## config.mk

```make
export PLATFORM = sky130hd
export DESIGN_NAME = lsu_top
export DESIGN_NICKNAME = d
export VERILOG_FILES = /design/src/hw/lsu_pkg.sv /design/src/hw/lsu_align.sv /design/src/hw/lsu_bus_ctrl.sv /design/src/hw/lsu_rdata_ext.sv /design/src/hw/lsu_req_stage.sv /design/src/hw/lsu_top.sv
export SDC_FILE = /design/constraint.sdc
export NUM_CORES = 1
export LEC_CHECK = 0
export ABC_AREA = 1
export BUFFER_PORTS_ARGS = -buffer_cell sky130_fd_sc_hd__buf_4
export CAP_MARGIN = 20
export CORE_AREA = 4 4 137 139
export CTS_BUF_LIST = sky130_fd_sc_hd__clkbuf_16
export DETAILED_ROUTE_END_ITERATION = 8
export DIE_AREA = 0 0 141 143
export HOLD_SLACK_MARGIN = 0.15
export PLACE_DENSITY = 0.67
export SYNTH_ARGS = -nofsm -noshare
export SYNTH_HDL_FRONTEND = slang
export SYNTH_SLANG_ARGS = --single-unit
```

## constraint.sdc

```tcl
create_clock -name clk_i -period 2.7 [get_ports clk_i]
set_clock_uncertainty 0.05 [all_clocks]
set_input_delay 0.135 -clock clk_i [delete_from_list [all_inputs] [get_ports clk_i]]
set_output_delay 0.135 -clock clk_i [all_outputs]
set_load 0.01 [all_outputs]
```

## src/hw/lsu_pkg.sv

```systemverilog
package lsu_pkg;

  ////////////////////////////////////////////////////////////
  // widths
  ////////////////////////////////////////////////////////////
  localparam int unsigned data_width = 32;  // bus data
  localparam int unsigned addr_width = 32;  // byte address
  localparam int unsigned be_width   = 4;   // one enable per byte lane
  localparam int unsigned size_width = 2;

  // access size, same coding as the core's data_type
  localparam logic [size_width-1:0] size_word = 2'd0;
  localparam logic [size_width-1:0] size_half = 2'd1;
  localparam logic [size_width-1:0] size_byte = 2'd2;

  ////////////////////////////////////////////////////////////
  // bus controller states
  ////////////////////////////////////////////////////////////
  localparam logic [1:0] st_idle = 2'd0;  // ready for a new access
  localparam logic [1:0] st_req  = 2'd1;  // req high, waiting for gnt
  localparam logic [1:0] st_wait = 2'd2;  // granted, waiting for rvalid

  // one bus word
  // byte lanes for byte loads, halves for halfword loads
  typedef union packed {
    logic [3:0][7:0]  bytes;
    logic [1:0][15:0] halves;
  } data_word_u;

endpackage

```

## src/hw/lsu_align.sv

```systemverilog
`timescale 1ns/1ps

module lsu_align (
  input  logic [lsu_pkg::addr_width-1:0]  addr_i,
  input  logic [lsu_pkg::size_width-1:0]  size_i,
  input  logic [lsu_pkg::data_width-1:0]  wdata_i,
  input  logic                            part_sel_i,   // 0 lower word, 1 next word

  output logic [lsu_pkg::addr_width-1:0]  word_addr_o,
  output logic [lsu_pkg::be_width-1:0]    be_o,
  output logic [lsu_pkg::data_width-1:0]  bus_wdata_o
);

  logic [1:0]                        offset;
  logic [lsu_pkg::be_width-1:0]      size_mask;  // lanes at offset 0
  logic [2*lsu_pkg::be_width-1:0]    be_wide;    // both parts side by side
  logic [2*lsu_pkg::data_width-1:0]  wdata_dbl;
  logic [lsu_pkg::addr_width-1:0]    base_addr;

  assign offset = addr_i[1:0];

  ////////////////////////////////////////////////////////////
  // byte enables
  ////////////////////////////////////////////////////////////
  always_comb begin
    case (size_i)
      lsu_pkg::size_byte: size_mask = 4'b0001;
      lsu_pkg::size_half: size_mask = 4'b0011;
      default:            size_mask = 4'b1111;  // word
    endcase
  end

  // shifted mask, low nibble for part 0, spill-over in high nibble
  assign be_wide = {4'b0000, size_mask} << offset;
  assign be_o    = part_sel_i ? be_wide[7:4] : be_wide[3:0];

  ////////////////////////////////////////////////////////////
  // write data, rotated left by offset
  ////////////////////////////////////////////////////////////
  // same rotation serves both parts, lanes picked by be
  assign wdata_dbl   = {wdata_i, wdata_i} << {offset, 3'b000};
  assign bus_wdata_o = wdata_dbl[2*lsu_pkg::data_width-1:lsu_pkg::data_width];

  // aligned word address, +4 for second part
  assign base_addr   = {addr_i[lsu_pkg::addr_width-1:2], 2'b00};
  assign word_addr_o = part_sel_i ? base_addr + 32'd4 : base_addr;

endmodule

```

## src/hw/lsu_bus_ctrl.sv

```systemverilog
`timescale 1ns/1ps

module lsu_bus_ctrl (
  input  logic                            clk_i,
  input  logic                            rst_n_i,

  input  logic                            ex_req_i,
  input  logic                            two_part_i,
  input  logic                            we_i,
  input  logic [lsu_pkg::addr_width-1:0]  word_addr_i,
  input  logic [lsu_pkg::be_width-1:0]    be_i,
  input  logic [lsu_pkg::data_width-1:0]  bus_wdata_i,

  input  logic                            data_gnt_i,
  input  logic                            data_rvalid_i,
  input  logic                            data_err_i,

  output logic                            accept_o,
  output logic                            lsu_ready_o,
  output logic                            part_sel_o,
  output logic                            data_req_o,
  output logic [lsu_pkg::addr_width-1:0]  data_addr_o,
  output logic                            data_we_o,
  output logic [lsu_pkg::be_width-1:0]    data_be_o,
  output logic [lsu_pkg::data_width-1:0]  data_wdata_o,
  output logic                            rdata_lo_we_o,
  output logic                            rdata_hi_we_o,
  output logic                            resp_valid_o,
  output logic                            resp_err_o
);

  logic [1:0] state_q, state_d;
  logic       part_q;      // part currently on the bus
  logic       err_q;       // OR of data_err over parts
  logic       resp_q;
  logic       rvalid_ok;   // rvalid for our outstanding gnt
  logic       last_part;

  assign lsu_ready_o = (state_q == lsu_pkg::st_idle);
  assign accept_o    = ex_req_i & lsu_ready_o;
  assign rvalid_ok   = (state_q == lsu_pkg::st_wait) & data_rvalid_i;
  assign last_part   = ~two_part_i | part_q;

  ////////////////////////////////////////////////////////////
  // FSM: idle -> req -> wait (-> req -> wait) -> idle
  ////////////////////////////////////////////////////////////
  always_comb begin
    state_d = state_q;
    case (state_q)
      lsu_pkg::st_idle: if (accept_o)      state_d = lsu_pkg::st_req;
      lsu_pkg::st_req:  if (data_gnt_i)    state_d = lsu_pkg::st_wait;
      lsu_pkg::st_wait: if (data_rvalid_i) state_d = last_part ? lsu_pkg::st_idle
                                                               : lsu_pkg::st_req;
      default:                             state_d = lsu_pkg::st_idle;
    endcase
  end

  always_ff @(posedge clk_i) begin
    if (!rst_n_i) begin
      state_q <= lsu_pkg::st_idle;
      part_q  <= 1'b0;
      err_q   <= 1'b0;
      resp_q  <= 1'b0;
    end else begin
      state_q <= state_d;
      resp_q  <= rvalid_ok & last_part;  // one cycle after final rvalid
      if (accept_o) begin
        part_q <= 1'b0;                  // new access starts at lower word
        err_q  <= 1'b0;
      end else if (rvalid_ok) begin
        err_q <= err_q | data_err_i;
        if (!last_part) part_q <= 1'b1;  // spill-over word next
      end
    end
  end

  // bus side, payload comes straight from align
  assign data_req_o   = (state_q == lsu_pkg::st_req);
  assign data_addr_o  = word_addr_i;
  assign data_we_o    = we_i;
  assign data_be_o    = be_i;
  assign data_wdata_o = bus_wdata_i;

  assign part_sel_o    = part_q;
  assign rdata_lo_we_o = rvalid_ok & ~part_q;
  assign rdata_hi_we_o = rvalid_ok & part_q;
  assign resp_valid_o  = resp_q;
  assign resp_err_o    = err_q;

endmodule

```

## src/hw/lsu_rdata_ext.sv

```systemverilog
`timescale 1ns/1ps

module lsu_rdata_ext (
  input  logic                            clk_i,
  input  logic                            rst_n_i,

  input  logic [lsu_pkg::data_width-1:0]  data_rdata_i,
  input  logic                            lo_we_i,      // first part returned
  input  logic                            hi_we_i,      // second part returned

  // held request
  input  logic [lsu_pkg::addr_width-1:0]  addr_i,
  input  logic [lsu_pkg::size_width-1:0]  size_i,
  input  logic                            sign_ext_i,

  output logic [lsu_pkg::data_width-1:0]  resp_rdata_o
);

  logic [lsu_pkg::data_width-1:0]    lo_q;
  logic [lsu_pkg::data_width-1:0]    hi_q;
  logic [2*lsu_pkg::data_width-1:0]  merged;
  lsu_pkg::data_word_u               rot;
  logic [1:0]                        offset;

  assign offset = addr_i[1:0];

  ////////////////////////////////////////////////////////////
  // captured bus words
  ////////////////////////////////////////////////////////////
  always_ff @(posedge clk_i) begin
    if (!rst_n_i) begin
      lo_q <= '0;
      hi_q <= '0;
    end else begin
      if (lo_we_i) lo_q <= data_rdata_i;
      if (hi_we_i) hi_q <= data_rdata_i;
    end
  end

  // addressed byte lands in lane 0
  // hi only contributes for a two-part access
  assign merged = {hi_q, lo_q} >> {offset, 3'b000};
  assign rot    = merged[lsu_pkg::data_width-1:0];

  ////////////////////////////////////////////////////////////
  // extract and extend
  ////////////////////////////////////////////////////////////
  always_comb begin
    case (size_i)
      lsu_pkg::size_byte:
        resp_rdata_o = {{24{sign_ext_i & rot.bytes[0][7]}}, rot.bytes[0]};
      lsu_pkg::size_half:
        resp_rdata_o = {{16{sign_ext_i & rot.halves[0][15]}}, rot.halves[0]};
      default:
        resp_rdata_o = rot;   // full word, nothing to extend
    endcase
  end

endmodule

```

## src/hw/lsu_req_stage.sv

```systemverilog
`timescale 1ns/1ps

module lsu_req_stage (
  input  logic                            clk_i,
  input  logic                            rst_n_i,

  // execute side
  input  logic                            ex_req_i,
  input  logic                            ex_we_i,
  input  logic [lsu_pkg::size_width-1:0]  ex_size_i,
  input  logic                            ex_sign_ext_i,
  input  logic [lsu_pkg::addr_width-1:0]  ex_addr_i,
  input  logic [lsu_pkg::data_width-1:0]  ex_wdata_i,
  input  logic                            accept_i,     // from bus controller

  // held request
  output logic                            we_o,
  output logic [lsu_pkg::size_width-1:0]  size_o,
  output logic                            sign_ext_o,
  output logic [lsu_pkg::addr_width-1:0]  addr_o,
  output logic [lsu_pkg::data_width-1:0]  wdata_o,
  output logic                            two_part_o
);

  logic load_en;
  logic [1:0] offset;

  assign load_en = accept_i & ex_req_i;  // accept already implies req
  assign offset  = addr_o[1:0];

  // access attributes
  always_ff @(posedge clk_i) begin
    if (!rst_n_i) begin
      we_o       <= 1'b0;
      size_o     <= lsu_pkg::size_word;
      sign_ext_o <= 1'b0;
    end else if (load_en) begin
      we_o       <= ex_we_i;
      size_o     <= ex_size_i;
      sign_ext_o <= ex_sign_ext_i;
    end
  end

  // address and store data
  always_ff @(posedge clk_i) begin
    if (load_en) begin
      addr_o  <= ex_addr_i;
      wdata_o <= ex_wdata_i;
    end
  end

  // crosses a word boundary -> second bus part
  // word at any nonzero offset, half only at offset 3
  assign two_part_o = ((size_o == lsu_pkg::size_word) && (offset != 2'd0)) ||
                      ((size_o == lsu_pkg::size_half) && (offset == 2'd3));

endmodule

```

## src/hw/lsu_top.sv

```systemverilog
`timescale 1ns/1ps

module lsu_top (
  input  logic                            clk_i,
  input  logic                            rst_n_i,

  // execute side
  input  logic                            ex_req_i,
  input  logic                            ex_we_i,
  input  logic [lsu_pkg::size_width-1:0]  ex_size_i,
  input  logic                            ex_sign_ext_i,
  input  logic [lsu_pkg::addr_width-1:0]  ex_addr_i,
  input  logic [lsu_pkg::data_width-1:0]  ex_wdata_i,
  output logic                            lsu_ready_o,

  // result
  output logic                            resp_valid_o,
  output logic [lsu_pkg::data_width-1:0]  resp_rdata_o,
  output logic                            resp_err_o,

  // data bus
  output logic                            data_req_o,
  input  logic                            data_gnt_i,
  input  logic                            data_rvalid_i,
  output logic                            data_we_o,
  output logic [lsu_pkg::be_width-1:0]    data_be_o,
  output logic [lsu_pkg::addr_width-1:0]  data_addr_o,
  output logic [lsu_pkg::data_width-1:0]  data_wdata_o,
  input  logic [lsu_pkg::data_width-1:0]  data_rdata_i,
  input  logic                            data_err_i
);

  logic                            accept;
  logic                            we_q;
  logic [lsu_pkg::size_width-1:0]  size_q;
  logic                            sign_ext_q;
  logic [lsu_pkg::addr_width-1:0]  addr_q;
  logic [lsu_pkg::data_width-1:0]  wdata_q;
  logic                            two_part;
  logic                            part_sel;
  logic [lsu_pkg::addr_width-1:0]  word_addr;
  logic [lsu_pkg::be_width-1:0]    be;
  logic [lsu_pkg::data_width-1:0]  bus_wdata;
  logic                            rdata_lo_we;
  logic                            rdata_hi_we;

  ////////////////////////////////////////////////////////////
  // request capture
  ////////////////////////////////////////////////////////////
  lsu_req_stage req_stage_i (
    .clk_i         ( clk_i         ),
    .rst_n_i       ( rst_n_i       ),
    .ex_req_i      ( ex_req_i      ),
    .ex_we_i       ( ex_we_i       ),
    .ex_size_i     ( ex_size_i     ),
    .ex_sign_ext_i ( ex_sign_ext_i ),
    .ex_addr_i     ( ex_addr_i     ),
    .ex_wdata_i    ( ex_wdata_i    ),
    .accept_i      ( accept        ),
    .we_o          ( we_q          ),
    .size_o        ( size_q        ),
    .sign_ext_o    ( sign_ext_q    ),
    .addr_o        ( addr_q        ),
    .wdata_o       ( wdata_q       ),
    .two_part_o    ( two_part      )
  );

  // address, be and wdata of current part
  lsu_align align_i (
    .addr_i      ( addr_q    ),
    .size_i      ( size_q    ),
    .wdata_i     ( wdata_q   ),
    .part_sel_i  ( part_sel  ),
    .word_addr_o ( word_addr ),
    .be_o        ( be        ),
    .bus_wdata_o ( bus_wdata )
  );

  ////////////////////////////////////////////////////////////
  // bus side
  ////////////////////////////////////////////////////////////
  lsu_bus_ctrl bus_ctrl_i (
    .clk_i         ( clk_i         ),
    .rst_n_i       ( rst_n_i       ),
    .ex_req_i      ( ex_req_i      ),
    .two_part_i    ( two_part      ),
    .we_i          ( we_q          ),
    .word_addr_i   ( word_addr     ),
    .be_i          ( be            ),
    .bus_wdata_i   ( bus_wdata     ),
    .data_gnt_i    ( data_gnt_i    ),
    .data_rvalid_i ( data_rvalid_i ),
    .data_err_i    ( data_err_i    ),
    .accept_o      ( accept        ),
    .lsu_ready_o   ( lsu_ready_o   ),
    .part_sel_o    ( part_sel      ),
    .data_req_o    ( data_req_o    ),
    .data_addr_o   ( data_addr_o   ),
    .data_we_o     ( data_we_o     ),
    .data_be_o     ( data_be_o     ),
    .data_wdata_o  ( data_wdata_o  ),
    .rdata_lo_we_o ( rdata_lo_we   ),
    .rdata_hi_we_o ( rdata_hi_we   ),
    .resp_valid_o  ( resp_valid_o  ),
    .resp_err_o    ( resp_err_o    )
  );

  lsu_rdata_ext rdata_ext_i (
    .clk_i        ( clk_i        ),
    .rst_n_i      ( rst_n_i      ),
    .data_rdata_i ( data_rdata_i ),
    .lo_we_i      ( rdata_lo_we  ),
    .hi_we_i      ( rdata_hi_we  ),
    .addr_i       ( addr_q       ),
    .size_i       ( size_q       ),
    .sign_ext_i   ( sign_ext_q   ),
    .resp_rdata_o ( resp_rdata_o )
  );

endmodule

```

# == After elaboration in Yosys (flattened, before gate mapping) ==
# Cells that the tools add are included.
# totals
regBits,137
latch_bits,0
ramBits,0
romBits,0
inputBits,106
out_inout_bits,105
n_memories,0
# classes
add_sub_neg,1
mul,0
div_mod_pow,0
magnitude_cmp,0
n_eq_ne,8
shift,3
mux,9
n_bitwise,14
reduce_logical,9
# ops
op,n
one-hot mux 32 bit (2 select lines),1
<< shifter 64 x 5 -> 64 bit,1
right shift 64 x 5 -> 32 bit,1
adder 32 x 3 -> 32 bit (second input constant),1
two-way mux 32 bit,1
bitwise AND 1 bit,8
one-hot mux 4 bit (2 select lines),1
<< shifter 4 x 2 -> 8 bit,1
== test 2 bit (second input constant),3
two-way mux 2 bit,3
one-hot mux 2 bit (3 select lines),1
== test 2 x 1 -> 1 bit (second input constant),2
zero test 2 bit,2
two-way mux 4 bit,1
!= test 2 bit (second input constant),2
inverter 1 bit,4
AND reduction 3 bit,1
logical AND 1 bit,2
!= test 2 x 1 -> 1 bit (second input constant),1
bitwise OR 1 bit,2
AND reduction 2 bit,1
nonzero test 2 bit,1
OR reduction 2 bit,1
logical OR 1 bit,1
two-way mux 1 bit,1

# == Longest topological paths before layout ==
# logic_depth
depth_word,8
ltp_mapped,9
mapped_depth_nobuf,9

# == Hierarchy ==
# From an unflattened synthesis, not the netlist that was laid out.
# hier_totals
hier_cells,1013
area_unflattened_um2,7664.9
# modules_own_cells
module,n_inst,cells_per_inst,area_each_um2
lsu_rdata_ext,1,480,3064.2
lsu_req_stage,1,93,2100.8
lsu_align,1,331,1707.9
lsu_bus_ctrl,1,109,792.0

# == Worst setup path before layout ==
# No wires, ideal clock.
# synth_path
path_type,reg2reg
start,register bus_ctrl_i.state_q[0]
end,register req_stage_i.addr_o[0] (netlist bit) (enable)
setup_ns,0.419
arrival_time_ns,2.055
required_ns,2.231
slack_ns,0.176
path_stages_with_launch,4
period_less_slack_ns,2.524
path_cell_list,dfxtp_1 > nor2_1 > nand2_1 > inv_1
# synth_between
elab_chain_len,3
# synth_rtl
item,line_no,rtl
from (decl),lsu_bus_ctrl.sv:32,"logic [1:0] state_q, state_d;"
from (signal assigned),lsu_bus_ctrl.sv:60,state_q <= lsu_pkg::st_idle;
from (signal assigned),lsu_bus_ctrl.sv:65,state_q <= state_d;
zero test 2 bit,lsu_bus_ctrl.sv:39,assign lsu_ready_o = (state_q == lsu_pkg::st_idle);
net lsu_ready_o,lsu_top.sv:14,"output logic lsu_ready_o,"
bitwise AND 1 bit,lsu_bus_ctrl.sv:40,assign accept_o = ex_req_i & lsu_ready_o;
bitwise AND 1 bit,lsu_req_stage.sv:28,assign load_en = accept_i & ex_req_i;
net req_stage_i.load_en,lsu_req_stage.sv:25,logic load_en;
to (signal assigned),lsu_req_stage.sv:47,addr_o <= ex_addr_i;
to (decl),lsu_req_stage.sv:20,"output logic [lsu_pkg::addr_width-1:0] addr_o,"
# The timed path passes the listed nets, and every way through them passes these cells.
# A chain may end at the register's enable or synchronous reset.

# == Worst setup path after layout ==
# layout_path
start,register req_stage_i.addr_o[1] (netlist bit)
end,output port resp_rdata_o[12] (netlist bit)
# layout_between
elab_chain_len,3
# layout_rtl
item,line_no,rtl
right shift 64 x 5 -> 32 bit (*),lsu_rdata_ext.sv:42,"assign merged = {hi_q, lo_q} >> {offset, 3'b000};"
bitwise AND 1 bit,lsu_rdata_ext.sv:51,"resp_rdata_o = {{24{sign_ext_i & rot.bytes[0][7]}}, rot.bytes[0]};"
one-hot mux 32 bit (2 select lines) (*),lsu_rdata_ext.sv:49,case (size_i)
to (decl),lsu_top.sv:18,"output logic [lsu_pkg::data_width-1:0] resp_rdata_o,"
# Every way passes the cells marked *; elsewhere a longest branch is shown, timed or not.

==> out/results.tsv <==
metric	value	unit
status	finished, final reports clean	
Slew Limit Fails	0	
final setup fails	0	
port bufs	208	
Syn Std Cell Area	6890	um2
register-to-register path setup slack	0.82	ns
initial antenna violation count	0	
Clk Latency, worst-skew pair	0.42	ns
met2 WL	10400	um
Critical Path Source Type	register	
pin count of the biggest net entering global routing	65	
maximum operating frequency	0.402	GHz
Final Core Density	0.579	
gr ovfl total	0	
initial detailed-routing violation count	542	
vias per cell	5.03	
met1 WL	9540	um
FP Rows	49	
final worst path period need	2.48	ns
drc violations	0	
crit-path max FO	17	
area grow syn2layout	48.4	%
TritonCTS clock tree	built	
Critical Path AT	2.30	ns
Initial Util	0.390	
Critical Path Most Common Cell	buf_4	
Die H	143	um
Yosys reg bits	129	
final hold vios	0	
critical setup path kind	register to output pin	
slowest stage delay, CP	0.61	ns
Via Count	7067	
DRT Wirelength	22000	um
CP max stage cell	edfxtp_1	
nets	1273	
vias in the first global route	6633	
clock root cell	clkbuf_16	
worst hold slack	0.155	ns
CP required	2.52	ns
H-tree depth	4	
Hold Crit Class	input pin to register	
Relative slew margins	0.448	
post-synth top area cell	edfxtp_1	
Ant. Diodes	0	
Post-synth ARST share	0	
Reg-to-Reg End	bus_ctrl_i.state_q[0]$_SDFFE_PN0P_	
CTS Buf Count	17	
Placer Congestion	0.882	
met3 WL	1510	um
Synth Instances	868	
first-pass GRT wire length	34600	um
P per Cell Area	578	nW/um2
sequential fraction of the synthesis area	0.468	
post-DP HPWL	15500	um
core area	17700	um2
library cells used by synthesis	35	
top layer in use	met4	
Max Buffers Root-to-Sink	2	
Final Non-Filler Cells	1404	
Worst-Margin Slew	0.825	ns
top cells by area, synth	edfxtp_1 28%, dfxtp_1 19%, o21ai_0 10%	
Max Cap Viol	0	
CTS Sinks	129	
critical path startpoint	req_stage_i.addr_o[1]$_DFFE_PP_	
worst slack at placement	0.442	ns
CP delay by family, top	buffers and inverters	
WL/cell	15.7	um
Tcrit/Tclk final	0.920	
nature of the critical path endpoint	output pin	
share of cells above drive strength 1	0.230	
gr usage total	0.215	
Avg Cell Area, Syn	7.94	um2
Most used DFF post-synth	dfxtp_1	
Max VDD drop	0.000504	V
EDFF count, synth	64	
top-area cell type share of the netlist area	0.279	
WP depth	8	
Die ar.	20200	um2
P_leak	4.47	nW
synth warn	0	
CP Buf/Inv Count	4	
antenna-violating nets left	0	
total I/O pin count	211	
Reg clk slew, reported paths	0.06	ns
Worst Setup EP	resp_rdata_o[12]	
Critical Path, Cell by Cell	buf_4 -> nor2_2 -> buf_4 -> inv_1 -> o22ai_1 -> o21ai_0 -> nand2_1 -> buf_4	
DP Cell Count	1266	
setup ws final	0.215	ns
DR pass1 iterations	6	
R2R depth	8	
worst r2r src	req_stage_i.addr_o[1]$_DFFE_PP_	
Die Span X	141	um
Sum Neg Setup Slack	0	ns
RSZ-0062 raised after global routing	false	
setup bufs post-CTS	0	
-- layer usage --
layer / vias to the layer above / track usage
met5: - / 0
met4: 0 / 0.0678
met3: 43 / 0.0462
met2: 279 / 0.344
met1: 3260 / 0.293
li1: 3485 / -
-- flip-flops by register name, summed over array words and instances (netlist names) --
| name | count |
|---|---|
| req_stage_i.we_o | 1 |
| rdata_ext_i.lo_q | 32 |
| req_stage_i.sign_ext_o | 1 |
| bus_ctrl_i.part_sel_o | 1 |
| bus_ctrl_i.state_q | 2 |
| bus_ctrl_i.resp_valid_o | 1 |
| req_stage_i.wdata_o | 32 |
| req_stage_i.addr_o | 32 |
| bus_ctrl_i.resp_err_o | 1 |
| req_stage_i.size_o | 2 |
| rdata_ext_i.hi_q | 24 |
-- placed cells by master (no fill, tap or decap), types with 3 or more instances in the layout --
cell type / netlist / layout
nor3_1: 3 / 3
nand3b_1: 6 / 6
a22oi_1: 15 / 15
nand3_1: 32 / 32
dlygate4sd3_1: 0 / 106
nand4_1: 5 / 5
inv_2: 4 / 5
nor2_2: 8 / 7
o21ai_1: 3 / 3
buf_4: 11 / 218
clkinvlp_4: 0 / 4
ha_1: 5 / 5
inv_1: 79 / 78
nand2_1: 173 / 173
o21ai_0: 141 / 141
edfxtp_1: 64 / 64
dfxtp_1: 65 / 64
o22ai_1: 17 / 17
o211ai_1: 3 / 3
nand2_2: 6 / 5
clkbuf_16: 0 / 17
bufinv_16: 0 / 5
nor2_1: 98 / 98
xor2_1: 14 / 14
a21oi_1: 40 / 40
mux2i_1: 24 / 24
xnor2_1: 5 / 5
-- power by group --
group / internal, mW / switching, mW / total [mW]
Sequential: 2.18 / 0.0825 / 2.27
Combinational: 0.546 / 0.605 / 1.15
Clock: 1.63 / 0.862 / 2.49
-- worst min-delay path by stage --
stage | from | slack (ns) | cells after the start | to
final | rst_n_i | 0.16 | 3 | bus_ctrl_i.resp_valid_o$_SDFF_PN0_
after global routing | rst_n_i | 0.19 | 3 | bus_ctrl_i.resp_valid_o$_SDFF_PN0_
after CTS | rst_n_i | 0.16 | 3 | bus_ctrl_i.resp_valid_o$_SDFF_PN0_
after detailed placement | ex_wdata_i[12] | 0.26 | 1 | req_stage_i.wdata_o[12]$_DFFE_PP_
after global placement | ex_addr_i[25] | 0.26 | 1 | req_stage_i.addr_o[25]$_DFFE_PP_
after floorplan | ex_addr_i[0] | 0.18 | 0 | req_stage_i.addr_o[0]$_DFFE_PP_
-- repair_timing --
item / CTS / global route
hold endpoints to repair: 129 / 0
resized for setup: 1 / 3
setup endpoints to repair: 2 / 25
hold buffers: 106 / 0
-- cell usage after synthesis, types with 2 or more instances --
master,count
nand2_1,173
o21ai_0,141
nor2_1,98
inv_1,79
dfxtp_1,65
edfxtp_1,64
a21oi_1,40
nand3_1,32
mux2i_1,24
clkbuf_1,20
o22ai_1,17
a22oi_1,15
xor2_1,14
buf_4,11
buf_6,9
buf_2,8
nor2_2,8
nand2_2,6
nand3b_1,6
ha_1,5
nand4_1,5
xnor2_1,5
inv_2,4
nor3_1,3
o211ai_1,3
o21ai_1,3
buf_1,2
-- through the flow --
stage,area (um2),total power [mW]
5_1_grt,10200,6.16
3_3_place_gp,8510,3.30
2_1_floorplan,6890,2.82
6_report,10200,5.91
4_1_cts,10200,5.94
3_5_place_dp,8510,3.32
-- worst register-to-register path, cell delays in order, from the launching register on --
cell and delay [ns]:
edfxtp_1 0.57, buf_4 0.28, nor2_2 0.13, buf_4 0.23, inv_1 0.12, nand2_1 0.07
o21ai_1 0.11, a21oi_1 0.16, nor2_1 0.06
-- cell type report --
class | instances | area [um2]
clock buffer | 17 | 425
clock inverter | 15 | 215
fill | 1613 | 7430
inverter | 83 | 315
multi-input combinational | 607 | 3060
sequential | 129 | 3220
tap | 229 | 287
timing repair buffer | 324 | 2700
-- kinds of logic after synthesis --
family	count (synthesis)	synth area share
DFF	129	0.468
muxes	24	0.0349
other	1	0.000544
AOI/OAI and AO/OA	222	0.172
buffers and inverters	133	0.0897
adders and majority gates	5	0.00908
xor gates and xnor gates	19	0.0242
and+or+nand+nor	335	0.202
Power figures use the tool's default switching activity.
